### src/source/mask_alu_pkg.sv
package mask_alu_pkg;

  localparam logic [2:0] opmvv = 3'b010;

  // funct6 codes under opmvv
  localparam logic [5:0] vmandn    = 6'b011000;
  localparam logic [5:0] vmand     = 6'b011001;
  localparam logic [5:0] vmor      = 6'b011010;
  localparam logic [5:0] vmxor     = 6'b011011;
  localparam logic [5:0] vmorn     = 6'b011100;
  localparam logic [5:0] vmnand    = 6'b011101;
  localparam logic [5:0] vmnor     = 6'b011110;
  localparam logic [5:0] vmxnor    = 6'b011111;
  localparam logic [5:0] vwxunary0 = 6'b010000;
  localparam logic [5:0] vmunary0  = 6'b010100;

  // vs1 field under vwxunary0
  localparam logic [4:0] vcpop  = 5'b10000;
  localparam logic [4:0] vfirst = 5'b10001;

  // vs1 field under vmunary0
  localparam logic [4:0] vmsbf = 5'b00001;
  localparam logic [4:0] vmsof = 5'b00010;
  localparam logic [4:0] vmsif = 5'b00011;
  localparam logic [4:0] viota = 5'b10000;
  localparam logic [4:0] vid   = 5'b10001;

  typedef enum logic [3:0] {
    op_none,
    op_vmandn, op_vmand, op_vmor, op_vmxor,
    op_vmorn, op_vmnand, op_vmnor, op_vmxnor,
    op_vcpop, op_vfirst,
    op_vmsbf, op_vmsif, op_vmsof,
    op_viota, op_vid
  } mask_op_e;

  typedef enum logic [1:0] {
    eew8  = 2'd0,
    eew16 = 2'd1,
    eew32 = 2'd2
  } eew_e;

  // log2 of the element width in bits
  function automatic int eew_log2(eew_e eew);
    case (eew)
      eew8:    return 3;
      eew16:   return 4;
      default: return 5;
    endcase
  endfunction

  function automatic int eew_bits(eew_e eew);
    return 1 << eew_log2(eew);
  endfunction

endpackage

### src/source/mask_src_if.sv
`timescale 1ns/1ns

interface mask_src_if #(
  parameter int vlen = 128
);

  mask_alu_pkg::mask_op_e     op;
  logic [vlen-1:0]            src2;
  logic [vlen-1:0]            src1;
  logic [vlen-1:0]            vd;
  logic [vlen-1:0]            v0;
  // bit j set when j < vl
  logic [vlen-1:0]            tail;
  logic                       vm;
  logic [$clog2(vlen)-1:0]    vstart;
  mask_alu_pkg::eew_e         vd_eew;
  logic [2:0]                 uop_index;

  modport prep (
    output op, src2, src1, vd, v0, tail, vm, vstart, vd_eew, uop_index
  );

  modport unit (
    input op, src2, src1, vd, v0, tail, vm, vstart, vd_eew, uop_index
  );

endinterface

### src/source/mask_operand_prep.sv
`timescale 1ns/1ns

module mask_operand_prep #(
  parameter int vlen = 128
) (
  input  logic                       uop_valid,
  input  logic [2:0]                 funct3,
  input  logic [5:0]                 funct6,
  input  logic [4:0]                 vs1,
  input  logic                       vm,
  input  logic [$clog2(vlen):0]      vl,
  input  logic [$clog2(vlen)-1:0]    vstart,
  input  mask_alu_pkg::eew_e         vd_eew,
  input  logic [2:0]                 uop_index,
  input  logic [vlen-1:0]            vs2_data,
  input  logic [vlen-1:0]            vs1_data,
  input  logic [vlen-1:0]            vd_data,
  input  logic [vlen-1:0]            v0_data,
  mask_src_if.prep                   src
);

  mask_alu_pkg::mask_op_e op;
  logic [vlen-1:0]        tail;
  logic [vlen-1:0]        active;

  always_comb begin
    op = mask_alu_pkg::op_none;
    if (uop_valid && funct3 == mask_alu_pkg::opmvv) begin
      case (funct6)
        mask_alu_pkg::vmandn: op = mask_alu_pkg::op_vmandn;
        mask_alu_pkg::vmand:  op = mask_alu_pkg::op_vmand;
        mask_alu_pkg::vmor:   op = mask_alu_pkg::op_vmor;
        mask_alu_pkg::vmxor:  op = mask_alu_pkg::op_vmxor;
        mask_alu_pkg::vmorn:  op = mask_alu_pkg::op_vmorn;
        mask_alu_pkg::vmnand: op = mask_alu_pkg::op_vmnand;
        mask_alu_pkg::vmnor:  op = mask_alu_pkg::op_vmnor;
        mask_alu_pkg::vmxnor: op = mask_alu_pkg::op_vmxnor;
        mask_alu_pkg::vwxunary0: begin
          case (vs1)
            mask_alu_pkg::vcpop:  op = mask_alu_pkg::op_vcpop;
            mask_alu_pkg::vfirst: op = mask_alu_pkg::op_vfirst;
            default:              op = mask_alu_pkg::op_none;
          endcase
        end
        mask_alu_pkg::vmunary0: begin
          case (vs1)
            mask_alu_pkg::vmsbf: op = mask_alu_pkg::op_vmsbf;
            mask_alu_pkg::vmsif: op = mask_alu_pkg::op_vmsif;
            mask_alu_pkg::vmsof: op = mask_alu_pkg::op_vmsof;
            mask_alu_pkg::viota: op = mask_alu_pkg::op_viota;
            mask_alu_pkg::vid:   op = mask_alu_pkg::op_vid;
            default:             op = mask_alu_pkg::op_none;
          endcase
        end
        default: op = mask_alu_pkg::op_none;
      endcase
    end
  end

  always_comb begin
    for (int j = 0; j < vlen; j++) begin
      tail[j] = (j < vl);
    end
  end

  // elements enabled by v0 when masked
  assign active = vm ? {vlen{1'b1}} : v0_data;

  always_comb begin
    case (op)
      mask_alu_pkg::op_vcpop,
      mask_alu_pkg::op_vfirst,
      mask_alu_pkg::op_vmsbf,
      mask_alu_pkg::op_vmsif,
      mask_alu_pkg::op_vmsof: src.src2 = vs2_data & tail & active;
      mask_alu_pkg::op_viota: src.src2 = vs2_data & active;
      // vid counts like viota over an all-ones source
      mask_alu_pkg::op_vid:   src.src2 = active;
      default:                src.src2 = vs2_data;
    endcase
  end

  assign src.op        = op;
  assign src.src1      = vs1_data;
  assign src.vd        = vd_data;
  assign src.v0        = v0_data;
  assign src.tail      = tail;
  assign src.vm        = vm;
  assign src.vstart    = vstart;
  assign src.vd_eew    = vd_eew;
  assign src.uop_index = uop_index;

  always_comb begin
    assert final (!uop_valid || vl <= vlen)
      else $error("vl %0d exceeds vlen %0d", vl, vlen);
  end

endmodule

### src/flat_wrapper.sv
// flat-port wrapper written by rule: the top's interface ports become plain ports
module mask_operand_prep_flat 
#(
  parameter int vlen = 128
)
  (uop_valid, funct3, funct6, vs1, vm, vl, vstart, vd_eew, uop_index, vs2_data, vs1_data, vd_data, v0_data, src_op, src_src2, src_src1, src_vd, src_v0, src_tail, src_vm, src_vstart, src_vd_eew, src_uop_index);
  mask_src_if #(.vlen(vlen)) src_i ();
  input  logic uop_valid;
  input  logic [2:0] funct3;
  input  logic [5:0] funct6;
  input  logic [4:0] vs1;
  input  logic vm;
  input  logic [$clog2(vlen):0] vl;
  input  logic [$clog2(vlen)-1:0] vstart;
  input  mask_alu_pkg::eew_e vd_eew;
  input  logic [2:0] uop_index;
  input  logic [vlen-1:0] vs2_data;
  input  logic [vlen-1:0] vs1_data;
  input  logic [vlen-1:0] vd_data;
  input  logic [vlen-1:0] v0_data;
  output wire logic [$bits(src_i.op)-1:0] src_op;
  output wire logic [$bits(src_i.src2)-1:0] src_src2;
  output wire logic [$bits(src_i.src1)-1:0] src_src1;
  output wire logic [$bits(src_i.vd)-1:0] src_vd;
  output wire logic [$bits(src_i.v0)-1:0] src_v0;
  output wire logic [$bits(src_i.tail)-1:0] src_tail;
  output wire logic [$bits(src_i.vm)-1:0] src_vm;
  output wire logic [$bits(src_i.vstart)-1:0] src_vstart;
  output wire logic [$bits(src_i.vd_eew)-1:0] src_vd_eew;
  output wire logic [$bits(src_i.uop_index)-1:0] src_uop_index;
  assign src_op = src_i.op;
  assign src_src2 = src_i.src2;
  assign src_src1 = src_i.src1;
  assign src_vd = src_i.vd;
  assign src_v0 = src_i.v0;
  assign src_tail = src_i.tail;
  assign src_vm = src_i.vm;
  assign src_vstart = src_i.vstart;
  assign src_vd_eew = src_i.vd_eew;
  assign src_uop_index = src_i.uop_index;
  mask_operand_prep #(.vlen(vlen)) u_core (.uop_valid(uop_valid), .funct3(funct3), .funct6(funct6), .vs1(vs1), .vm(vm), .vl(vl), .vstart(vstart), .vd_eew(vd_eew), .uop_index(uop_index), .vs2_data(vs2_data), .vs1_data(vs1_data), .vd_data(vd_data), .v0_data(v0_data), .src(src_i));
endmodule
### config.mk
export PLATFORM = sky130hd
export DESIGN_NAME = mask_operand_prep_flat
export DESIGN_NICKNAME = d
export VERILOG_FILES = /design/src/source/mask_alu_pkg.sv /design/src/source/mask_src_if.sv /design/src/source/mask_operand_prep.sv /design/src/flat_wrapper.sv
export SDC_FILE = /design/constraint.sdc
export NUM_CORES = 1
export LEC_CHECK = 0
export ABC_AREA = 1
export BUFFER_PORTS_ARGS = -buffer_cell sky130_fd_sc_hd__buf_4
export CORE_AREA = 2 2 464 466
export DETAILED_ROUTE_END_ITERATION = 8
export DIE_AREA = 0 0 466 468
export GPL_TIMING_DRIVEN = 0
export PLACE_DENSITY_LB_ADDON = 0.25
export SLEW_MARGIN = 20
export SYNTH_ARGS = -nofsm -noshare
export SYNTH_HDL_FRONTEND = slang
export SYNTH_SLANG_ARGS = --single-unit
### constraint.sdc
create_clock -name vclk -period 7.1
set_input_delay 1.42 -clock vclk [all_inputs]
set_output_delay 1.42 -clock vclk [all_outputs]
set_load 0.1 [all_outputs]
==> results.cfg <==
[floorplanning]
dieHeight_um = 468
fp-row-count = 170
dieArea_um2 = 218000
coreArea_um2 = 213000
io_pins = 1205
fp.dieW_um = 466
initial_core_util_pct = 3.79

[finish]
final_common_cell = buf_4
fillers = 25212
seqCellArea_um2 = 0
fin_cells = 5202
fin_area_um2 = 18900
layout_common_cells = buf_4 (1336), nand2_1 (215), nor2_1 (190)
areaGrowthSynthToFinish_pct = 134
multiInputGateArea_um2 = 4360
final_layout_size_suffix_gt1_share_pct = 68.6
seq_cells = 0
nClkBuffers = 0
fin_nets = 2863

[drt]
drt_iter0_drc = 779
drc = 0
vias = 13753
first_pass_iters = 5
ant_nets = 0
wire_per_inst_um = 32.9
drt-vias-per-instance = 2.64
routed_wl_um = 171000

[pwr]
leakagePower_nw = 8.70
clkPwrFrac_pct = 0
power_frac_seq_pct = 0
p_int_mw = 0.567
powerDensity_nw_per_um2 = 138
netSwitchingPower_mw = 2.04
vdd_drop_max_uv = 47.9
swShare_pct = 78.2
comb_power_share_pct = 100.0
fin_total_pwr_mw = 2.61

[synthesis]
seq_area_frac_synth_pct = 0
synth.distinct_cells = 29
synth_area_um2 = 8080
synth_nets = 1922
synth_area_per_cell_um2 = 5.88
synthCells = 1374
synth_fa_ha_area_share_pct = 0
synth_xor_area_share_pct = 0
synthMuxAreaShare_pct = 0
synth-simple-area-share_pct = 31.3
synth_top_family_by_area = buffers and inverters
yosys_warnings = 0
synth_compound_area_share_pct = 22.4

[sta]
setup_viol = 0
min_period_over_period_pct = 97.4
hold_ws_ns = 3.17
slew_viol_final = 0
rsz0062_at_grt = no
min_period_ns = 6.92
hold_viol = 0
setup_ws_ns = 0.182
tightest_slew_ns = 1.12
clock.fmax_mhz = 145
slew_headroom_pct = 25.4

[worst_setup_path]
path_class = primary input to output pin
cp_top_family = buffers and inverters
cp_slowest_stage_delay_ns = 0.83
worst-path-max-fanout = 10
crit_chain = buf_4 > nor2_2 > inv_2 > nor2_2 > inv_1 > nor2_2 > buf_2 > buf_2 > nand2_1 > buf_4
arrival_ns = 5.50
cp_common_cell = nor2_2
timing.critical_path.buf_inv = 6
end_kind = output pin
start_kind = primary input
cp.required_ns = 5.68
worst_path_max_delay_cell = nor2_2

[global_route]
grt_usage_pct = 14.8
antenna_found_initial = 192
grt_start_max_net_pins = 11
grt_pass1_vias = 13235
grt_pass1_wl_um = 195000
grt_overflow = 0

[clock_tree]
postCtsHoldBufs = 0
cts.repair.resized = 0
postCtsSetupBuffers = 0

[run]
maxCapViolCount = 0

[run_status]
status = completed

[place]
pre_cts_ws_ns = 0.0548
io_buffer_count = 935
gp_congestion = 0.891
place_inst = 5151
hpwlAfterDp_um = 160000
dpl_cell_area_um2 = 18800

[min_path]
hp-class = primary input to output pin
[cell usage after synthesis]
cell type	instances	area share (%)
clkbuf_1	34	1.6
a31oi_1	1	0.077
o21ai_1	1	0.062
nor2_1	192	8.9
nor3b_1	1	0.093
buf_8	3	0.56
inv_1	56	2.6
nor2_2	25	1.9
nand3_1	75	4.6
buf_6	21	2.9
o21bai_1	54	5.0
buf_1	5	0.23
nor3_4	1	0.20
or2_2	57	4.4
nand3_2	1	0.12
nand2_1	215	10
clkinv_1	2	0.093
nand4_1	1	0.077
nor2_4	3	0.42
nand2_2	4	0.31
inv_2	3	0.14
buf_12	1	0.25
nor3_1	1	0.062
buf_2	11	0.68
a21oi_1	55	3.4
a21oi_2	100	11
nand3b_1	1	0.093
o21ai_0	49	3.0
buf_4	401	37
[per-stage QoR]
step / setup TNS [ns] / util (%)
2_1_floorplan: -0.470 / -
3_3_place_gp: -0.433 / 8.74
3_5_place_dp: 0 / 8.79
4_1_cts: 0 / 8.79
5_1_grt: 0 / 8.80
6_report: 0 / 8.85
[cell families (layout without fill, tap and decap cells)]
| kind of cell | Yosys count | after routing |
|---|---|---|
| compound gates | 260 | 260 |
| simple gates | 577 | 577 |
| buf+inv | 537 | 1476 |
| other cells | 0 | 51 |
[power groups by stage]
stage          Sequential [mW]    Clock, mW  Combinational (mW)
3_3_place_gp                 0            0                2.64
3_5_place_dp                 0            0                2.65
6_report                     0  0.000000828                2.61
4_1_cts                      0            0                2.65
5_1_grt                      0  0.000000172                2.67
2_1_floorplan                0            0                1.84
[cell type report]
cell class	instances	area share [%]
antenna	51	0.676
buffer	476	18.7
tap	2838	18.8
inverter	61	1.21
timing repair buffer	939	37.6
multi-input combinational	837	23.1
[routing by layer]
metal  track usage, %  part of all wire [%]  routed length, um
met4             4.36                   4.0               6890
met1             14.0                    33              55900
met2             27.2                    50              86200
met3             7.94                    12              21000
met5                0                  0.61               1040
[path summary, 6_finish.rpt]
path                    start     endpoint  slack (ns)  cells past startpoint
setup / recovery        vl[7]  src_tail[4]        0.18                     10
hold / removal    vd_data[21]   src_vd[21]        3.17                      2
No activity file was read; power rests on OpenSTA's default activity.
