**src/source/mask_alu_pkg.sv**
```systemverilog
package mask_alu_pkg;

  localparam logic [2:0] opmvv = 3'b010;

  // funct6 codes under opmvv
  localparam logic [5:0] vmandn    = 6'b011000;
  localparam logic [5:0] vmand     = 6'b011001;
  localparam logic [5:0] vmor      = 6'b011010;
  localparam logic [5:0] vmxor     = 6'b011011;
  localparam logic [5:0] vmorn     = 6'b011100;
  localparam logic [5:0] vmnand    = 6'b011101;
  localparam logic [5:0] vmnor     = 6'b011110;
  localparam logic [5:0] vmxnor    = 6'b011111;
  localparam logic [5:0] vwxunary0 = 6'b010000;
  localparam logic [5:0] vmunary0  = 6'b010100;

  // vs1 field under vwxunary0
  localparam logic [4:0] vcpop  = 5'b10000;
  localparam logic [4:0] vfirst = 5'b10001;

  // vs1 field under vmunary0
  localparam logic [4:0] vmsbf = 5'b00001;
  localparam logic [4:0] vmsof = 5'b00010;
  localparam logic [4:0] vmsif = 5'b00011;
  localparam logic [4:0] viota = 5'b10000;
  localparam logic [4:0] vid   = 5'b10001;

  typedef enum logic [3:0] {
    op_none,
    op_vmandn, op_vmand, op_vmor, op_vmxor,
    op_vmorn, op_vmnand, op_vmnor, op_vmxnor,
    op_vcpop, op_vfirst,
    op_vmsbf, op_vmsif, op_vmsof,
    op_viota, op_vid
  } mask_op_e;

  typedef enum logic [1:0] {
    eew8  = 2'd0,
    eew16 = 2'd1,
    eew32 = 2'd2
  } eew_e;

  // log2 of the element width in bits
  function automatic int eew_log2(eew_e eew);
    case (eew)
      eew8:    return 3;
      eew16:   return 4;
      default: return 5;
    endcase
  endfunction

  function automatic int eew_bits(eew_e eew);
    return 1 << eew_log2(eew);
  endfunction

endpackage

```
**src/source/mask_src_if.sv**
```systemverilog
`timescale 1ns/1ns

interface mask_src_if #(
  parameter int vlen = 128
);

  mask_alu_pkg::mask_op_e     op;
  logic [vlen-1:0]            src2;
  logic [vlen-1:0]            src1;
  logic [vlen-1:0]            vd;
  logic [vlen-1:0]            v0;
  // bit j set when j < vl
  logic [vlen-1:0]            tail;
  logic                       vm;
  logic [$clog2(vlen)-1:0]    vstart;
  mask_alu_pkg::eew_e         vd_eew;
  logic [2:0]                 uop_index;

  modport prep (
    output op, src2, src1, vd, v0, tail, vm, vstart, vd_eew, uop_index
  );

  modport unit (
    input op, src2, src1, vd, v0, tail, vm, vstart, vd_eew, uop_index
  );

endinterface

```
**src/source/mask_logic_unit.sv**
```systemverilog
`timescale 1ns/1ns

module mask_logic_unit #(
  parameter int vlen = 128
) (
  mask_src_if.unit          src,
  output logic [vlen-1:0]   logic_result
);

  logic [vlen-1:0] bitwise;
  logic [vlen-1:0] prestart;

  // src2 is the left operand
  always_comb begin
    case (src.op)
      mask_alu_pkg::op_vmandn: bitwise = src.src2 & ~src.src1;
      mask_alu_pkg::op_vmand:  bitwise = src.src2 & src.src1;
      mask_alu_pkg::op_vmor:   bitwise = src.src2 | src.src1;
      mask_alu_pkg::op_vmxor:  bitwise = src.src2 ^ src.src1;
      mask_alu_pkg::op_vmorn:  bitwise = src.src2 | ~src.src1;
      mask_alu_pkg::op_vmnand: bitwise = ~(src.src2 & src.src1);
      mask_alu_pkg::op_vmnor:  bitwise = ~(src.src2 | src.src1);
      mask_alu_pkg::op_vmxnor: bitwise = ~(src.src2 ^ src.src1);
      default:                 bitwise = '0;
    endcase
  end

  always_comb begin
    for (int j = 0; j < vlen; j++) begin
      prestart[j] = (j < src.vstart);
    end
  end

  // elements below vstart keep the old destination
  assign logic_result = (prestart & src.vd) | (~prestart & bitwise);

endmodule

```
**src/flat_wrapper.sv**
```systemverilog
// flat-port wrapper written by rule: the top's interface ports become plain ports
module mask_logic_unit_flat 
#(
  parameter int vlen = 128
)
  (logic_result, src_op, src_src2, src_src1, src_vd, src_v0, src_tail, src_vm, src_vstart, src_vd_eew, src_uop_index);
  mask_src_if #(.vlen(vlen)) src_i ();
  output logic [vlen-1:0] logic_result;
  input wire logic [$bits(src_i.op)-1:0] src_op;
  input wire logic [$bits(src_i.src2)-1:0] src_src2;
  input wire logic [$bits(src_i.src1)-1:0] src_src1;
  input wire logic [$bits(src_i.vd)-1:0] src_vd;
  input wire logic [$bits(src_i.v0)-1:0] src_v0;
  input wire logic [$bits(src_i.tail)-1:0] src_tail;
  input wire logic [$bits(src_i.vm)-1:0] src_vm;
  input wire logic [$bits(src_i.vstart)-1:0] src_vstart;
  input wire logic [$bits(src_i.vd_eew)-1:0] src_vd_eew;
  input wire logic [$bits(src_i.uop_index)-1:0] src_uop_index;
  assign src_i.op = src_op;
  assign src_i.src2 = src_src2;
  assign src_i.src1 = src_src1;
  assign src_i.vd = src_vd;
  assign src_i.v0 = src_v0;
  assign src_i.tail = src_tail;
  assign src_i.vm = src_vm;
  assign src_i.vstart = src_vstart;
  assign src_i.vd_eew = src_vd_eew;
  assign src_i.uop_index = src_uop_index;
  mask_logic_unit #(.vlen(vlen)) u_core (.src(src_i), .logic_result(logic_result));
endmodule
```
**config.mk**
```make
export PLATFORM = sky130hd
export DESIGN_NAME = mask_logic_unit_flat
export DESIGN_NICKNAME = d
export VERILOG_FILES = /design/src/source/mask_alu_pkg.sv /design/src/source/mask_src_if.sv /design/src/source/mask_logic_unit.sv /design/src/flat_wrapper.sv
export SDC_FILE = /design/constraint.sdc
export NUM_CORES = 1
export LEC_CHECK = 0
export BUFFER_PORTS_ARGS = -buffer_cell sky130_fd_sc_hd__buf_2
export CAP_MARGIN = 20
export CORE_AREA = 3 3 308 310
export DETAILED_ROUTE_END_ITERATION = 12
export DIE_AREA = 0 0 311 313
export PLACE_DENSITY_LB_ADDON = 0.2
export SYNTH_ARGS = -nofsm -noshare
export SYNTH_HDL_FRONTEND = slang
export SYNTH_SLANG_ARGS = --single-unit
```
**constraint.sdc**
```tcl
create_clock -name vclk -period 1.9
set_input_delay 0.19 -clock vclk [all_inputs]
set_output_delay 0.19 -clock vclk [all_outputs]
set_load 0.02 [all_outputs]
```
==> key figures, run 1 <==
Pwr
  • Total power: 6.22 mW
  • Clock group share of total power: 0%
  • Leak: 13.2 nW
  • P_sw: 3.40 mW
  • Internal power: 2.82 mW
  • Reg power frac: 0%
  • Switching share of power: 54.7%
  • Max VDD drop: 0.000102 V
  • PwrDens: 233 nW/µm²
  • Combinational power share: 100.0%

Logic synthesis
  • Synth Net Count: 3562
  • Avg Cell Area, Syn: 7.06 µm²
  • Synth warnings: 0
  • Sequential area share after synthesis: 0%
  • Mapped Area: 16900 µm²
  • Yosys top cell by area: ha_1
  • Top cell type's share of synthesized area: 37.9%
  • Post-Syn Instances: 2393
  • Synth unique cells: 54
  • Dominant cells by area after synthesis: ha_1 (38%), o21ai_0 (6.1%), inv_1 (5.8%)

Finish
  • Commonest non-fill, non-tap cell in the layout: ha_1
  • Clkbuf count: 0
  • FILL cells: 10.3k
  • Most frequent cells in the layout: ha_1 (507), buf_2 (393), buf_4 (326)
  • Area growth syn-to-layout: 58.0%
  • Sequential cell count: 0
  • Area of the multi-input gates: 16700 µm²
  • Share of layout cells above drive strength 1: 38.8%
  • Reg area: 0 µm²
  • Finished Core Util: 29.1%
  • Final Net Count: 4287

Critical path
  • Req. time, crit path: 1710 ps
  • Startpoint Class: input pin
  • WP data arrival: 1840 ps
  • Crit end category: primary output
  • CP Max Fanout: 7
  • CP Class: input pin to primary output

Detailed routing
  • Antenna-violating nets left: 0
  • 1st-iter DRT viols: 1123
  • Vias: 19.8k
  • Routed len/inst: 22.6 µm
  • Router iterations before antenna repair: 7
  • Routed WL: 99200 µm
  • Drc violations: 0
  • Via density: 4.50

STA
  • Hold Vio Cnt, Final: 0
  • Final setup fails: 76
  • FMAX: 494 MHz
  • Slew Limit Headroom: 69.7%
  • Tcrit/Tclk final: 107%
  • Fin crit period: 2030 ps
  • Pins Over Slew Limit: 0
  • Setup WS post-layout: -126 ps
  • RSZ-0062 raised after global routing: yes
  • Worst slew pin tran: 452 ps
  • Final setup TNS: -3430 ps
  • Hold Slack: 695 ps

Global routing
  • Congestion Overflow GR: 0
  • Vias in the first global route: 20.0k
  • Total track usage: 18.9%
  • First-pass GRT wire length: 137000 µm
  • Largest net degree at the start of global routing: 56
  • Initial antenna violation count: 59

Floorplan
  • # rows: 111
  • Die area: 97300 µm²
  • Die width: 311 µm
  • Core area: 91900 µm²
  • Boundary pin count: 785
  • Die height: 313 µm
  • Initial Util: 18.4%

Min path
  • Hold Crit Class: input pin to primary output

Placed design
  • RePlAce Congestion: 0.833
  • Post-DP HPWL: 79800 µm
  • Port buffer count: 522

Outcome
  • Run status: complete, but fails checks
  • Failing checks: negative setup slack

Run
  • Max Cap Viol: 0
==> cells by family (layout without fill, tap and decap cells) <==
group,Yosys count,count (layout),synth area share (%)
compound gates,750,750,27.4
buf+inv,433,1156,10.6
mux,75,75,4.80
other cells,0,34,0
xor+xnor,129,129,6.68
fa+ha+maj,512,512,37.9
simple gates,494,494,12.6
==> repair_timing <==
| action | CTS | global route |
|---|---|---|
| gates resized for setup | 441 | 131 |
| buffers inserted | 20 | 7 |
| pin swaps | 97 | 49 |
| hold buffers | 0 | 0 |
| endpoints found under the setup margin | 128 | 128 |
| endpoints found under the hold margin | 0 | 0 |
| gates cloned | 11 | 9 |
==> power by group through the flow <==
| stage | logic, mW | clock network [mW] | registers, mW |
|---|---|---|---|
| after floorplan | 2.84 | 0 | 0 |
| after global placement | 5.36 | 0 | 0 |
| after detailed placement | 5.35 | 0 | 0 |
| after CTS | 6.04 | 0 | 0 |
| after global routing | 6.78 | 0.00000106 | 0 |
| final | 6.22 | 0.00000223 | 0 |
==> worst paths after layout <==
| check | startpoint | end | slack, ps | cells past startpoint |
|---|---|---|---|---|
| setup / recovery | src_op[0] | logic_result[95] | -130 | 9 |
| hold / removal | src_vd[126] | logic_result[126] | 700 | 3 |
==> cell type report <==
cell class / instances / area share (%)
multi-input combinational: 1960 / 62.6
timing repair buffer: 895 / 27.5
tap: 1243 / 5.82
inverter: 261 / 3.72
antenna: 34 / 0.319
==> metal layers <==
layer  track usage (%)  share of wire (%)  vias up
met2              32.4                 48      567
met5                 0               0.18        -
met4              3.96                2.2       26
met3              3.98                6.8      104
met1              24.4                 43     9349
li1                  -                  -     9731
==> cells in the mapped netlist, types with 51 or more instances <==
library cell and number:
a21oi_1 146, nor2_1 168, o21ai_0 206, inv_1 259, ha_1 512, a211oi_1 54
xor2_1 69, a22oi_1 51, clkbuf_1 77, nand2_1 223, xnor2_1 60, o22ai_1 137
buf_2 69
==> through the flow <==
| step | instances | setup WS [ps] | instance area, µm² |
|---|---|---|---|
| after floorplan | 2393 | -4.58 | 17100 |
| after global placement | 4316 | -357 | 23700 |
| after detailed placement | 4316 | -324 | 23700 |
| after CTS | 4346 | -96.2 | 25800 |
| after global routing | 4374 | -138 | 26700 |
| final | 4393 | -126 | 26700 |
==> worst max-delay path, cell delays in order <==
cell and delay [ps]:
clkbuf_16 130, or3b_4 430, buf_12 160, buf_12 150, buf_12 150, o22ai_4 140, a21oi_2 50, a31oi_2 210
buf_4 190
Power figures use the tool's default switching activity.
==> run 2, diff against run 1 <==
--- a/config.mk
+++ b/config.mk
@@ -5,11 +5,13 @@
 export SDC_FILE = /design/constraint.sdc
 export NUM_CORES = 1
 export LEC_CHECK = 0
-export BUFFER_PORTS_ARGS = -buffer_cell sky130_fd_sc_hd__buf_2
+export BUFFER_PORTS_ARGS = -buffer_cell sky130_fd_sc_hd__buf_4
 export CAP_MARGIN = 20
-export CORE_AREA = 3 3 308 310
+export CELL_PAD_IN_SITES_DETAIL_PLACEMENT = 0
+export CELL_PAD_IN_SITES_GLOBAL_PLACEMENT = 1
+export CORE_AREA = 3 3 304 306
 export DETAILED_ROUTE_END_ITERATION = 12
-export DIE_AREA = 0 0 311 313
+export DIE_AREA = 0 0 307 309
 export PLACE_DENSITY_LB_ADDON = 0.2
 export SYNTH_ARGS = -nofsm -noshare
 export SYNTH_HDL_FRONTEND = slang
==> run 2 against run 1 <==
- combinational power is 12% higher
- the flow still finishes with violations (negative setup slack)
- global-route usage is 2.3 points higher
- critical path depth stayed put
- largest power group unchanged
- utilization is 3.0 points higher
- die area is 2.5% lower
- sequential share of layout area stayed put
==> key figures, run 2 (synthesis results as in run 1) <==
Floorplan
  • Die height: 309 µm
  • Initial Util: 18.8%
  • Die area: 94900 µm²
  • Die width: 307 µm
  • Core area: 89900 µm²
  • Boundary pin count: 785
  • # rows: 110

Placed design
  • Post-DP HPWL: 82200 µm
  • RePlAce Congestion: 0.837
  • Port buffer count: 522
  • Cells after DPL: 4226

Detailed routing
  • Routed WL: 109000 µm
  • Routed len/inst: 25.1 µm
  • Antenna-violating nets left: 0
  • 1st-iter DRT viols: 1082
  • Drc violations: 0
  • Via density: 4.75
  • Vias: 20.6k
  • Router iterations before antenna repair: 5

STA
  • Hold Vio Cnt, Final: 0
  • Hold Slack: 692 ps
  • Setup WS post-layout: -120 ps
  • Final setup fails: 90
  • Slew Limit Headroom: 65.2%
  • Tcrit/Tclk final: 106%
  • FMAX: 495 MHz
  • Pins Over Slew Limit: 0
  • Worst slew pin tran: 520 ps
  • Fin crit period: 2020 ps
  • RSZ-0062 raised after global routing: yes
  • Final setup TNS: -5270 ps

Finish
  • Sequential cell count: 0
  • Share of layout cells above drive strength 1: 41.6%
  • Area of the multi-input gates: 17300 µm²
  • Final Net Count: 4314
  • Area growth syn-to-layout: 70.6%
  • Reg area: 0 µm²
  • Commonest non-fill, non-tap cell in the layout: buf_4
  • Non-Filler Instances: 4332
  • FILL cells: 9558
  • Clkbuf count: 0
  • Most frequent cells in the layout: buf_4 (690), ha_1 (512), inv_1 (259)

Critical path
  • CP Max Fanout: 7
  • CP Class: input pin to primary output
  • Req. time, crit path: 1710 ps
  • Critical Path, Cell by Cell: buf_12 > or3b_4 > buf_12 > buf_16 > buf_12 > o22ai_2 > a21oi_2 > a31oi_2 > buf_4
  • WP data arrival: 1830 ps
  • WP buf/inv: 5
  • Most frequent CP cell: buf_12
  • Crit end category: primary output
  • Crit-path max cell delay: 450 ps
  • Worst path slowest cell: or3b_4
  • CP top delay family: buffers and inverters
  • Startpoint Class: input pin

Pwr
  • PwrDens: 241 nW/µm²
  • Max VDD drop: 0.000110 V
  • Leak: 14.0 nW

Global routing
  • First-pass GRT wire length: 149000 µm
  • Congestion Overflow GR: 0
  • Largest net degree at the start of global routing: 61
  • Total track usage: 21.2%
  • Initial antenna violation count: 24
  • Vias in the first global route: 21.4k

CTS
  • Post-CTS Hold Buffers: 0

Outcome
  • Run status: complete, but fails checks
  • Failing checks: negative setup slack

Min path
  • Hold Crit Class: input pin to primary output

Run
  • Max Cap Viol: 0
[run 2: what timing repair did]
item                                    4_1_cts  5_1_grt
endpoints found under the setup margin      127      127
resized for setup                           442      205
buffers inserted                             38       31
pin swaps                                   144       81
cloned                                       22       12
[run 2: metal layers]
layer / vias to the layer above / share of wire [%] / wire length (µm) / track usage (%)
li1: 9769 / - / - / -
met1: 10100 / 42 / 46100 / 26.7
met2: 609 / 49 / 53300 / 38.1
met3: 139 / 5.9 / 6380 / 3.68
met4: 22 / 2.7 / 2910 / 4.06
met5: - / 0.14 / 151 / 0
[run 2: cell type report]
cell class                      count  share of cell area [%]
Tap cell                         1176                    5.10
Timing Repair Buffer              922                    31.4
Multi-Input combinational cell   1960                    59.9
Inverter                          261                    3.44
Antenna cell                       13                   0.113
[run 2: path summary, 6_finish.rpt]
| kind | to | slack (ps) | cells after the start | start |
|---|---|---|---|---|
| worst max-delay path | logic_result[59] | -120 | 9 | src_op[3] |
| worst min-delay path | logic_result[20] | 690 | 3 | src_vd[20] |
[run 2: per-stage QoR]
step                total power, mW  cell area [µm²]  utilization (%)  worst slack [ps]
finish                         6.94            28800             32.1              -120
global route                   7.47            28800             32.1              -183
CTS                            6.62            27500             30.6              -134
detailed placement             5.80            24700             27.4              -387
global placement               5.66            24700             27.4              -369
floorplan                      2.84            17100                -             -4.58
[run 2: worst min-delay path: cells and delay by family]
kind / cells / cell delay (ps)
buffers and inverters: 2 / 180
muxes: 1 / 130
[run 2: where the power goes]
group          leakage, nW  internal, mW  switching, mW   total (mW)
clock            0.0000824   0.000000920              0  0.000000921
sequential               0             0              0            0
combinational         14.0          3.26           3.68         6.94
