`src/source/mask_alu_pkg.sv`:
```
package mask_alu_pkg;

  localparam logic [2:0] opmvv = 3'b010;

  // funct6 codes under opmvv
  localparam logic [5:0] vmandn    = 6'b011000;
  localparam logic [5:0] vmand     = 6'b011001;
  localparam logic [5:0] vmor      = 6'b011010;
  localparam logic [5:0] vmxor     = 6'b011011;
  localparam logic [5:0] vmorn     = 6'b011100;
  localparam logic [5:0] vmnand    = 6'b011101;
  localparam logic [5:0] vmnor     = 6'b011110;
  localparam logic [5:0] vmxnor    = 6'b011111;
  localparam logic [5:0] vwxunary0 = 6'b010000;
  localparam logic [5:0] vmunary0  = 6'b010100;

  // vs1 field under vwxunary0
  localparam logic [4:0] vcpop  = 5'b10000;
  localparam logic [4:0] vfirst = 5'b10001;

  // vs1 field under vmunary0
  localparam logic [4:0] vmsbf = 5'b00001;
  localparam logic [4:0] vmsof = 5'b00010;
  localparam logic [4:0] vmsif = 5'b00011;
  localparam logic [4:0] viota = 5'b10000;
  localparam logic [4:0] vid   = 5'b10001;

  typedef enum logic [3:0] {
    op_none,
    op_vmandn, op_vmand, op_vmor, op_vmxor,
    op_vmorn, op_vmnand, op_vmnor, op_vmxnor,
    op_vcpop, op_vfirst,
    op_vmsbf, op_vmsif, op_vmsof,
    op_viota, op_vid
  } mask_op_e;

  typedef enum logic [1:0] {
    eew8  = 2'd0,
    eew16 = 2'd1,
    eew32 = 2'd2
  } eew_e;

  // log2 of the element width in bits
  function automatic int eew_log2(eew_e eew);
    case (eew)
      eew8:    return 3;
      eew16:   return 4;
      default: return 5;
    endcase
  endfunction

  function automatic int eew_bits(eew_e eew);
    return 1 << eew_log2(eew);
  endfunction

endpackage

```
`src/source/mask_src_if.sv`:
```
`timescale 1ns/1ns

interface mask_src_if #(
  parameter int vlen = 128
);

  mask_alu_pkg::mask_op_e     op;
  logic [vlen-1:0]            src2;
  logic [vlen-1:0]            src1;
  logic [vlen-1:0]            vd;
  logic [vlen-1:0]            v0;
  // bit j set when j < vl
  logic [vlen-1:0]            tail;
  logic                       vm;
  logic [$clog2(vlen)-1:0]    vstart;
  mask_alu_pkg::eew_e         vd_eew;
  logic [2:0]                 uop_index;

  modport prep (
    output op, src2, src1, vd, v0, tail, vm, vstart, vd_eew, uop_index
  );

  modport unit (
    input op, src2, src1, vd, v0, tail, vm, vstart, vd_eew, uop_index
  );

endinterface

```
`src/source/mask_scan_unit.sv`:
```
`timescale 1ns/1ns

module mask_scan_unit #(
  parameter int vlen = 128
) (
  mask_src_if.unit          src,
  output logic [vlen-1:0]   scan_result
);

  localparam int idx_w = $clog2(vlen);

  logic              src_zero;
  logic [vlen-1:0]   first_one;
  logic [vlen-1:0]   sbf;
  logic [vlen-1:0]   sif;
  logic [vlen-1:0]   sof;
  logic [vlen-1:0]   keep_vd;
  logic [idx_w-1:0]  first_idx;
  logic [vlen-1:0]   vfirst_word;

  assign src_zero  = (src.src2 == '0);
  // isolate lowest set bit
  assign first_one = src.src2 & (~src.src2 + 1'b1);

  assign sof = src_zero ? {vlen{1'b1}} : first_one;
  assign sbf = src_zero ? {vlen{1'b1}} : first_one - 1'b1;
  assign sif = src_zero ? {vlen{1'b1}} : first_one | (first_one - 1'b1);

  always_comb begin
    first_idx = '0;
    for (int i = vlen - 1; i >= 0; i--) begin
      if (src.src2[i]) begin
        first_idx = idx_w'(i);
      end
    end
  end

  assign vfirst_word = src_zero ? {vlen{1'b1}} : {{(vlen - idx_w){1'b0}}, first_idx};

  // body elements masked off by v0
  assign keep_vd = src.vm ? '0 : (src.tail & ~src.v0);

  always_comb begin
    case (src.op)
      mask_alu_pkg::op_vfirst: scan_result = vfirst_word;
      mask_alu_pkg::op_vmsbf:  scan_result = (keep_vd & src.vd) | (~keep_vd & sbf);
      mask_alu_pkg::op_vmsif:  scan_result = (keep_vd & src.vd) | (~keep_vd & sif);
      mask_alu_pkg::op_vmsof:  scan_result = (keep_vd & src.vd) | (~keep_vd & sof);
      default:                 scan_result = '0;
    endcase
  end

endmodule

```
`src/flat_wrapper.sv`:
```
// flat-port wrapper written by rule: the top's interface ports become plain ports
module mask_scan_unit_flat 
#(
  parameter int vlen = 128
)
  (scan_result, src_op, src_src2, src_src1, src_vd, src_v0, src_tail, src_vm, src_vstart, src_vd_eew, src_uop_index);
  mask_src_if #(.vlen(vlen)) src_i ();
  output logic [vlen-1:0] scan_result;
  input wire logic [$bits(src_i.op)-1:0] src_op;
  input wire logic [$bits(src_i.src2)-1:0] src_src2;
  input wire logic [$bits(src_i.src1)-1:0] src_src1;
  input wire logic [$bits(src_i.vd)-1:0] src_vd;
  input wire logic [$bits(src_i.v0)-1:0] src_v0;
  input wire logic [$bits(src_i.tail)-1:0] src_tail;
  input wire logic [$bits(src_i.vm)-1:0] src_vm;
  input wire logic [$bits(src_i.vstart)-1:0] src_vstart;
  input wire logic [$bits(src_i.vd_eew)-1:0] src_vd_eew;
  input wire logic [$bits(src_i.uop_index)-1:0] src_uop_index;
  assign src_i.op = src_op;
  assign src_i.src2 = src_src2;
  assign src_i.src1 = src_src1;
  assign src_i.vd = src_vd;
  assign src_i.v0 = src_v0;
  assign src_i.tail = src_tail;
  assign src_i.vm = src_vm;
  assign src_i.vstart = src_vstart;
  assign src_i.vd_eew = src_vd_eew;
  assign src_i.uop_index = src_uop_index;
  mask_scan_unit #(.vlen(vlen)) u_core (.src(src_i), .scan_result(scan_result));
endmodule
```
`config.mk`:
```
export PLATFORM = sky130hd
export DESIGN_NAME = mask_scan_unit_flat
export DESIGN_NICKNAME = d
export VERILOG_FILES = /design/src/source/mask_alu_pkg.sv /design/src/source/mask_src_if.sv /design/src/source/mask_scan_unit.sv /design/src/flat_wrapper.sv
export SDC_FILE = /design/constraint.sdc
export NUM_CORES = 1
export LEC_CHECK = 0
export ABC_AREA = 1
export BUFFER_PORTS_ARGS = -buffer_cell sky130_fd_sc_hd__buf_4
export CAP_MARGIN = 20
export CORE_AREA = 8 8 300 302
export DETAILED_ROUTE_END_ITERATION = 12
export DIE_AREA = 0 0 308 310
export SYNTH_ARGS = -nofsm -noshare
export SYNTH_HDL_FRONTEND = slang
export SYNTH_SLANG_ARGS = --single-unit
```
`constraint.sdc`:
```
create_clock -name vclk -period 10.3
set_input_delay 1.03 -clock vclk [all_inputs]
set_output_delay 1.03 -clock vclk [all_outputs]
set_load 0.02 [all_outputs]
```
==> results of run 1 <==
[per-stage QoR]
stage / area, um2 / instances / setup slack (ns) / hold WS (ns) / TNS [ns]
2_1_floorplan: 11400 / 2240 / 1.94 / 2.26 / 0
3_3_place_gp: 17500 / 3969 / 0.499 / 2.44 / 0
3_5_place_dp: 17500 / 3969 / 0.471 / 2.45 / 0
4_1_cts: 17500 / 3969 / 0.421 / 2.45 / 0
5_1_grt: 17700 / 3974 / -0.0362 / 2.46 / -0.0477
6_report: 17700 / 3982 / 0.585 / 2.44 / 0
[cell type report]
| type | count | area [um2] | area share [%] |
|---|---|---|---|
| inverter | 429 | 1670 | 9.41 |
| antenna | 8 | 20.0 | 0.113 |
| timing repair buffer | 673 | 5070 | 28.6 |
| multi-input combinational | 1717 | 9500 | 53.7 |
| tap | 1155 | 1450 | 8.16 |
[Yosys cell counts, types with 3 or more instances]
master | instances | area (um2)
sky130_fd_sc_hd__nand2_1 | 490 | 1840
sky130_fd_sc_hd__nor2_1 | 406 | 1520
sky130_fd_sc_hd__inv_1 | 395 | 1480
sky130_fd_sc_hd__o21ai_0 | 197 | 986
sky130_fd_sc_hd__ha_1 | 126 | 1580
sky130_fd_sc_hd__clkbuf_1 | 90 | 338
sky130_fd_sc_hd__nand3_1 | 88 | 440
sky130_fd_sc_hd__o221ai_1 | 87 | 762
sky130_fd_sc_hd__nor3_1 | 54 | 270
sky130_fd_sc_hd__a21oi_1 | 52 | 260
sky130_fd_sc_hd__a221oi_1 | 36 | 315
sky130_fd_sc_hd__o22ai_1 | 28 | 175
sky130_fd_sc_hd__nand4_1 | 24 | 150
sky130_fd_sc_hd__nor4_1 | 23 | 144
sky130_fd_sc_hd__inv_2 | 22 | 82.6
sky130_fd_sc_hd__a32o_1 | 16 | 160
sky130_fd_sc_hd__nor2_2 | 14 | 87.6
sky130_fd_sc_hd__a31oi_1 | 13 | 81.3
sky130_fd_sc_hd__nor2_4 | 13 | 146
sky130_fd_sc_hd__nor3b_1 | 11 | 82.6
sky130_fd_sc_hd__inv_4 | 9 | 56.3
sky130_fd_sc_hd__o211ai_1 | 6 | 45.0
sky130_fd_sc_hd__buf_1 | 4 | 15.0
sky130_fd_sc_hd__nor3_4 | 4 | 65.1
sky130_fd_sc_hd__nand2_2 | 3 | 18.8
sky130_fd_sc_hd__nand3_2 | 3 | 30.0
sky130_fd_sc_hd__o31ai_1 | 3 | 22.5
[final timing paths]
path | endpoint | cells after the start
worst max-delay path | scan_result[116] | 62
worst min-delay path | scan_result[12] | 4
[layer usage]
| metal | GRT usage (%) | routed length [um] | vias up |
|---|---|---|---|
| li1 | - | - | 8594 |
| met1 | 18.9 | 32200 | 7867 |
| met2 | 27.5 | 37700 | 703 |
| met3 | 4.77 | 8510 | 52 |
| met4 | 0.859 | 506 | 28 |
| met5 | 0 | 201 | - |
[cell families after synthesis]
family                   count (synthesis)  share of synthesized area, %
AND/OR/NAND/NOR                       1146                          43.4
buffers and inverters                  523                          17.6
AO/OA/AOI/OAI                          445                          25.2
adder cells (fa/ha/maj)                126                          13.9
[cell usage in the layout (no fill, tap or decap), types with 16 or more instances in the layout]
master	synthesis	routed
sky130_fd_sc_hd__o22ai_1	28	28
sky130_fd_sc_hd__nand3_1	88	87
sky130_fd_sc_hd__nand2_1	490	478
sky130_fd_sc_hd__a21oi_1	52	52
sky130_fd_sc_hd__nand4_1	24	24
sky130_fd_sc_hd__nor3_1	54	52
sky130_fd_sc_hd__o221ai_1	87	87
sky130_fd_sc_hd__a32o_1	16	16
sky130_fd_sc_hd__o21ai_0	197	196
sky130_fd_sc_hd__inv_2	22	19
sky130_fd_sc_hd__nor4_1	23	23
sky130_fd_sc_hd__inv_1	395	392
sky130_fd_sc_hd__nor2_4	13	21
sky130_fd_sc_hd__a221oi_1	36	34
sky130_fd_sc_hd__ha_1	126	126
sky130_fd_sc_hd__buf_4	0	668
sky130_fd_sc_hd__nor2_1	406	400
[what timing repair did]
| action | CTS | global route |
|---|---|---|
| endpoints found under the hold margin | 0 | 0 |
| buffers inserted | 0 | 5 |
| endpoints found under the setup margin | 0 | 7 |
| resized for setup | 0 | 31 |
[worst max-delay path, delay by kind of cell]
kind | cells | cell delay (ns)
AOI/OAI and AO/OA | 3 | 0.59
and+or+nand+nor | 36 | 4.97
adders and majority gates | 1 | 0.29
buffers and inverters | 22 | 1.72
==> summary.md, run 1 <==
The tools report the initial antenna violation count as 19. The pre-antenna-repair detailed-routing pass consisted of 5 iterations. The sequential cells in the finished layout cover a total of 0 um2. The startpoint of the tightest hold check path was src_vd[12]. The number of inserted filler cells in the final layout is 10000, and the final count of negative-setup-slack endpoints is 0.

The tools report the routed via count as 17200. The first global-routing pass estimated 112000 um of wire. For the half-perimeter wire length after placement, the log shows 68300 um. In this run the worst setup path begins at src_src2[0]. The sequential fraction of the synthesis area was 0%; the number of clock buffers in the layout was 0. The logs give 15.4% for the all-layer global routing usage and 108 for the number of rows in the core area. Cells fill 20.7% of the core in the end.

Most used cell along the critical path: sky130_fd_sc_hd__nor2_4. In this run, the number of DRC markers left after iteration 0 of detailed routing was 1331. Pin placement for this block handled 785 I/O pins. The aggregate routed wire length was 79100 um. The synthesized area per cell is 5.08 um2, and the relative max-transition margin is 29.1%.

The maximum number of pins on one net before global-route repair is 81, and the portion of the clock cycle consumed by the worst path in the final layout is 94.3%. The tools report the number of pins with negative max-slew slack in the final report as 0. Timing would allow up to 103 MHz. The width of the die is 308 um, and the die outline area is 95500 um2. Via-per-instance ratio: 4.33.

The number of global-route vias before repair was 17000. The number of different library cells used by synthesis comes to 42. Synthesis handed over a netlist of 2240 instances.

Growth of design area from synthesis to finish: 55.6%. The count of synthesis-stage warnings from yosys was 0. Setup repair after global routing could not meet its margin everywhere. The slowest stage of the critical path belongs to the cell sky130_fd_sc_hd__nor4_1. At the pin with the least slew margin, the transition time is 1.06 ns.

The number of nets in the synthesized netlist is 3023. The floorplan die height is 310 um. After detailed routing, the average wire length per cell comes to 19.9 um. The tools report the max-cap check violation count as 0.

After detailed routing, the number of remaining DRC violations is 0. Synthesized cell area: 11400 um2. The tools report the number of buffers added to fix hold violations after cts as 0. Cells with a size suffix above 1 make up 27.7% of the layout.

The tools report the count of nets after finishing as 3604. The tools report the area of the core region as 85700 um2. For this run, the slowest stage of the critical path takes 0.42 ns. The clock period could shrink to 9.72 ns. The element type at the critical path start was an input pin.

The count of final hold-check violations was 0. By startpoint and endpoint, the worst setup path is classified as in2out. The path class of the tightest hold or removal check is in2out. Once the floorplan was initialized, standard cells occupied 13.3% of the core. The congestion estimate from routability-driven global placement came to 0.943. The detail route stage leaves a number of antenna-violating nets equal to 0. STA puts the critical path data required time at 9.27 ns. In this run the worst path has a maximum fanout of 10. The run gives 0 as the total number of sequential cells. The worst setup path is captured at a primary output. Data on the critical path arrives at its endpoint at 8.69 ns. The run finished with clean final reports. Port buffering added 645 buffers.

Summed over all layers, the global routing overflow is 0.
==> inputs of run 2 (changes only) <==
--- a/config.mk
+++ b/config.mk
@@ -11,6 +11,7 @@
 export CORE_AREA = 8 8 300 302
 export DETAILED_ROUTE_END_ITERATION = 12
 export DIE_AREA = 0 0 308 310
+export PLACE_DENSITY = 0.34
 export SYNTH_ARGS = -nofsm -noshare
 export SYNTH_HDL_FRONTEND = slang
 export SYNTH_SLANG_ARGS = --single-unit
==> summary.md, run 2 (synthesis results as in run 1) <==
The run finished with clean final reports. Initial antenna violation count: 15 (was 19). The post-route core utilization is 20.6% (was 20.7%), and the final estimated routing congestion in global placement is 0.829 (was 0.943). The all-layer global routing usage was 16.2% (was 15.4%).

The max-cap check violation count is 0 (unchanged). For the number of global-route vias before repair, the log shows 17000 (about the same). The wire length of the first global-routing pass is 117000 um (was 112000 um). The logs give 13.3% (unchanged) for the starting density of the core and 0 (unchanged) for the number of clock buffers in the layout. The post-layout instance count excluding filler cells is 3981 (was 3982). The tools report the element type at the critical path end as a primary output (unchanged). Number of rows in the core area: 108 (unchanged). The DRC violation total after the first TritonRoute iteration came out at 821 (was 1331). The run gives 41.5% (was 29.1%) as the relative max-transition margin.

Top fanout value on the critical path: 10 (unchanged). The final count of negative-setup-slack endpoints was 0 (unchanged); the overflow left after global routing was 0 (unchanged). The data required time at the worst endpoint came out at 9.27 ns (about the same).

The floorplan die height works out to 310 um (unchanged). Maximum number of pins on one net before global-route repair: 76 (was 81). Number of top-level design ports: 785 (unchanged).

The proportion of layout cells with a drive suffix above 1 was 27.5% (was 27.7%); the residual DRC count was 0 (unchanged). The cell count after placement came out at 3971 (was 3969). The count of final hold-check violations was 0 (unchanged); the portion of the clock cycle consumed by the worst path in the final layout was 94.2% (was 94.3%).

The number of pins with negative max-slew slack in the final report was 0 (unchanged). Setup repair after global routing could not meet its margin everywhere. The logs give 0 (unchanged) for the number of buffers added to fix hold violations after cts and 5 (unchanged) for the number of optimization iterations in the first detailed-route pass.

The most common cell after layout, fill and taps aside was sky130_fd_sc_hd__buf_4 (unchanged). The run gives 70700 um (was 68300 um) as the half-perimeter wire length after placement. The worst hold-check path type was in2out (unchanged). The type of the setup path with the least slack is in2out (unchanged). The detail-routed net length per standard cell works out to 20.8 um (was 19.9 um).

For the routing usage on met2, the log shows 29.1% (was 27.5%). Element type at the critical path start: an input pin (unchanged). For the critical path data arrival time, the log shows 8.67 ns (was 8.69 ns). The run gives 0 ns (unchanged) as the final total negative setup slack. The run gives 0 (unchanged) as the remaining antenna violation count. Most used cell along the critical path: sky130_fd_sc_hd__nor2_4 (unchanged). The width of the die was 308 um (unchanged); the shortest period the worst path allows was 9.70 ns (was 9.72 ns). The logs give 3605 (was 3604) for the count of nets after finishing and 0 (unchanged) for the total number of sequential cells. The maximum single-stage delay on the critical path came out at 0.40 ns (was 0.42 ns). The via-per-instance ratio is 4.15 (was 4.33).

The most crowded layer after global routing is met2 (unchanged). Growth of design area from synthesis to finish: 55.4% (was 55.6%). Most frequent cells in the layout: 672 x sky130_fd_sc_hd__buf_4, 488 x sky130_fd_sc_hd__nand2_1, 398 x sky130_fd_sc_hd__nor2_1 (was 668 x sky130_fd_sc_hd__buf_4, 478 x sky130_fd_sc_hd__nand2_1, 400 x sky130_fd_sc_hd__nor2_1).

The die outline area is 95500 um2 (unchanged). The aggregate routed wire length is 82700 um (was 79100 um). The area taken by flip-flops and latches is 0 um2 (unchanged). Area occupied by multi-input gates: 9480 um2 (was 9500 um2). The master of the slowest instance on the critical path is sky130_fd_sc_hd__nor4_1 (unchanged).

The run gives 10200 (was 10000) as the number of inserted filler cells in the final layout. The area of the core region was 85700 um2 (unchanged). For the met3 capacity usage during global routing, the log shows 4.13% (was 4.77%). The post-route worst hold slack is 2.42 ns (was 2.44 ns).

The routed via count came out at 16500 (was 17200). Number of buffers inserted by port buffering: 645 (unchanged). The global-route met1 utilization was 20.1% (was 18.9%).

The worst-margin pin slew came out at 0.866 ns (was 1.06 ns). The tools report the top achievable clock speed as 103 MHz (about the same).
-- run 2: cell types whose count changed in the layout (fill, tap and decap cells not counted), sizes merged --
cell	before	now
buf	673	674
clkinv	1	0
diode	8	6
inv	428	429
-- run 2: cell type report --
cell class	count	area share [%]
Timing Repair Buffer	674	28.7
Antenna cell	6	0.0850
Multi-Input combinational cell	1717	53.6
Inverter	429	9.42
Tap cell	1155	8.18
-- run 2: what timing repair did --
action | 4_1_cts | 5_1_grt
resized for setup | 0 | 18
buffers inserted | 0 | 4
hold endpoints to repair | 0 | 0
setup endpoints to repair | 0 | 9
-- run 2: per-layer routing --
layer / vias to the layer above / routed length [um]
met5: - / 120
met4: 18 / 1090
met3: 54 / 5980
met2: 469 / 40100
met1: 7400 / 35400
li1: 8596 / -
-- run 2: critical path: cells and delay by family --
kind | cells | cell delay, ns
AO/OA/AOI/OAI | 2 | 0.19
AND/OR/NAND/NOR | 39 | 5.38
adder cells (fa/ha/maj) | 1 | 0.28
buffers and inverters | 23 | 1.73
-- run 2: metrics by stage --
stage | instance area [um2] | setup slack [ns]
2_1_floorplan | 11400 | 1.94
3_3_place_gp | 17600 | 0.303
3_5_place_dp | 17600 | 0.336
4_1_cts | 17600 | 0.317
5_1_grt | 17700 | -0.130
6_report | 17700 | 0.600
-- run 2: path summary, 6_finish.rpt --
check                        from          endpoint  slack, ns  depth (start not counted)
worst max-delay path  src_src2[0]  scan_result[126]       0.60                         65
worst min-delay path    src_vd[2]    scan_result[2]       2.42                          4
==> inputs of run 3 (changes only) <==
--- a/config.mk
+++ b/config.mk
@@ -8,10 +8,13 @@
 export ABC_AREA = 1
 export BUFFER_PORTS_ARGS = -buffer_cell sky130_fd_sc_hd__buf_4
 export CAP_MARGIN = 20
-export CORE_AREA = 8 8 300 302
+export CELL_PAD_IN_SITES_DETAIL_PLACEMENT = 1
+export CELL_PAD_IN_SITES_GLOBAL_PLACEMENT = 1
+export CORE_AREA = 8 8 299 301
 export DETAILED_ROUTE_END_ITERATION = 12
-export DIE_AREA = 0 0 308 310
-export PLACE_DENSITY = 0.34
+export DIE_AREA = 0 0 307 309
+export PLACE_DENSITY = 0.49
+export RECOVER_POWER = 50
 export SYNTH_ARGS = -nofsm -noshare
 export SYNTH_HDL_FRONTEND = slang
 export SYNTH_SLANG_ARGS = --single-unit
==> summary.md, run 3 (synthesis results as in run 1) <==
The flow ran to the end, and the final reports show no timing, DRC or antenna violations. The tools report the cell count after placement as 3956 (was 3971). The floorplan die height was 309 um (was 310 um). The DRC violation total after the first TritonRoute iteration is 704 (was 821), and the number of inserted filler cells in the final layout is 11000 (was 10200). The run gives 0 (unchanged) as the total number of sequential cells. The maximum single-stage delay on the critical path was 0.37 ns (was 0.40 ns). The width of the die came out at 307 um (was 308 um). The tools report the count of final hold-check violations as 0 (unchanged).

The number of global-route vias before repair is 17900 (was 17000). The initial antenna violation count was 19 (was 15). Power comes to 449 uW. The tools report the worst slack after detailed placement as 0.304 ns (was 0.336 ns). The most common cell after layout, fill and taps aside is sky130_fd_sc_hd__buf_4 (unchanged). The detail-routed net length per standard cell works out to 21.0 um (was 20.8 um). Die outline area: 94900 um2 (was 95500 um2).

Setup repair after global routing could not meet its margin everywhere. The shortest period the worst path allows is 9.58 ns (was 9.70 ns), and the number of optimization iterations in the first detailed-route pass is 5 (unchanged). The final count of negative-setup-slack endpoints was 0 (unchanged). In this run the power spent charging and discharging nets is 241 uW. The number of buffers added to fix hold violations after cts was 0 (unchanged). Master of the slowest instance on the critical path: sky130_fd_sc_hd__or3b_1 (was sky130_fd_sc_hd__nor4_1).

The routed via count was 17000 (was 16500); the fraction of power spent switching nets was 53.6%. The worst-margin pin slew was 0.874 ns (was 0.866 ns); the critical path data arrival time was 8.55 ns (was 8.67 ns). The area taken by flip-flops and latches came out at 0 um2 (unchanged). The element type at the critical path end was a primary output (unchanged). The tools report the half-perimeter wire length after placement as 71900 um (was 70700 um). Dividing total power by cell area gives a power density of 25.3 nW/um2. The top achievable clock speed is 104 MHz (was 103 MHz), and the number of rows in the core area is 107 (was 108). Worst hold-check path type: in2out (unchanged).

Highest routed metal layer: met5 (unchanged). Most frequent cells in the layout: 667 x sky130_fd_sc_hd__buf_4, 485 x sky130_fd_sc_hd__nand2_1, 399 x sky130_fd_sc_hd__nor2_1 (was 672 x sky130_fd_sc_hd__buf_4, 488 x sky130_fd_sc_hd__nand2_1, 398 x sky130_fd_sc_hd__nor2_1). The portion of the clock cycle consumed by the worst path in the final layout is 93.1% (was 94.2%), and the clock group share of total power is 0%. The aggregate routed wire length was 83500 um (was 82700 um); the wire length on met1 was 35600 um (was 35400 um). The run gives 0 (unchanged) as the max-cap check violation count. The type of the setup path with the least slack was in2out (unchanged). The number of top-level design ports was 785 (unchanged); the via-per-instance ratio was 4.29 (was 4.15).

The most used cell along the critical path is sky130_fd_sc_hd__nor2_4 (unchanged). The met2 layer wire length in the routed design is 40700 um (was 40100 um), and the power share of the sequential group is 0%. The growth of design area from synthesis to finish came out at 55.8% (was 55.4%). The run gives 0.851 (was 0.829) as the final estimated routing congestion in global placement. The top fanout value on the critical path was 10 (unchanged); the area of the core region was 84600 um2 (was 85700 um2). The total length of routed met3 wires was 5910 um (was 5980 um); the relative contribution of combinational cells to total power was 100.0%. For the starting density of the core, the log shows 13.4% (was 13.3%). The tools report the number of clock buffers in the layout as 0 (unchanged).

Internal power comes to 208 uW. The area occupied by multi-input gates was 9520 um2 (was 9480 um2). Count of nets after finishing: 3604 (was 3605). For the relative max-transition margin, the log shows 41.8% (was 41.5%). The tools report the end point of the most critical hold path as scan_result[127] (was scan_result[2]). The number of cells on the worst hold path came out at 4 (unchanged).

The startpoint of the tightest hold check path was src_vd[127] (was src_vd[2]). For the worst setup margin, the log shows 0.715 ns (was 0.600 ns). All-layer global routing usage: 16.5% (was 16.2%). The tools report the element type at the critical path start as an input pin (unchanged).

The maximum number of pins on one net before global-route repair was 129 (was 76); the residual DRC count was 0 (unchanged). The number of buffers inserted by port buffering was 645 (unchanged); the largest voltage drop on the vdd net was 0.0239 mV. For the post-layout instance count excluding filler cells, the log shows 3969 (was 3981).

The proportion of layout cells with a drive suffix above 1 came out at 27.7% (was 27.5%). Number of pins with negative max-slew slack in the final report: 0 (unchanged). The remaining antenna violation count was 0 (unchanged); the leakage power total was 0.00847 uW.

The wire length of the first global-routing pass was 120000 um (was 117000 um). The data required time at the worst endpoint was 9.27 ns (about the same). For the overflow left after global routing, the log shows 0 (unchanged).
[run 3: cell types whose count changed in the layout (fill, tap and decap cells not counted), moves of 2 or more]
cell	previous run	this run
sky130_fd_sc_hd__o21ai_0	196	194
sky130_fd_sc_hd__nand2_1	488	485
sky130_fd_sc_hd__nand2_2	5	7
sky130_fd_sc_hd__buf_4	672	667
sky130_fd_sc_hd__a221oi_2	2	5
sky130_fd_sc_hd__a221oi_1	34	31
sky130_fd_sc_hd__o21ai_1	0	2
sky130_fd_sc_hd__buf_6	2	4
[run 3: critical path: cells and delay by family]
| family | cells | cell delay (ns) |
|---|---|---|
| buf+inv | 23 | 1.77 |
| compound gates | 3 | 0.43 |
| fa+ha+maj | 1 | 0.28 |
| simple gates | 37 | 5.05 |
[run 3: cell type report]
cell class / count / area share [%]
Multi-Input combinational cell: 1717 / 53.7
Tap cell: 1144 / 8.07
Inverter: 429 / 9.42
Antenna cell: 6 / 0.0847
Timing Repair Buffer: 673 / 28.7
[run 3: how the worst max path moves through the flow]
| stage | from | slack [ns] | to | cells after the start |
|---|---|---|---|---|
| after floorplan | src_src2[1] | 1.94 | scan_result[116] | 59 |
| after global placement | src_src2[0] | 0.38 | scan_result[127] | 64 |
| after detailed placement | src_src2[0] | 0.30 | scan_result[127] | 64 |
| after CTS | src_src2[0] | 0.27 | scan_result[127] | 64 |
| after global routing | src_src2[124] | -0.15 | scan_result[0] | 127 |
| final | src_src2[0] | 0.72 | scan_result[127] | 64 |
[run 3: power groups by stage]
stage	clock [uW]	sequential, uW	combinational (uW)
2_1_floorplan	0	0	173
3_3_place_gp	0	0	450
3_5_place_dp	0	0	453
4_1_cts	0	0	455
5_1_grt	0.0000522	0	496
6_report	0.0000784	0	449
[run 3: metrics by stage]
| step | util [%] | TNS, ns | hold WS [ns] | instance area (um2) |
|---|---|---|---|---|
| finish | 21.0 | 0 | 2.44 | 17700 |
| global route | 20.9 | -0.204 | 2.46 | 17700 |
| floorplan | - | 0 | 2.26 | 11400 |
| CTS | 20.7 | 0 | 2.45 | 17500 |
| detailed placement | 20.7 | 0 | 2.45 | 17500 |
| global placement | 20.7 | 0 | 2.45 | 17500 |
[run 3: metal layers]
layer	vias up	global-route usage, %
li1	8576	-
met1	7928	20.0
met2	454	29.6
met3	56	4.39
met4	22	2.14
met5	-	0
[run 3: what timing repair did]
action	4_1_cts	5_1_grt
endpoints found under the hold margin	0	0
resized for setup	0	35
setup endpoints to repair	0	12
buffers inserted	0	7
Power figures use the tool's default switching activity.
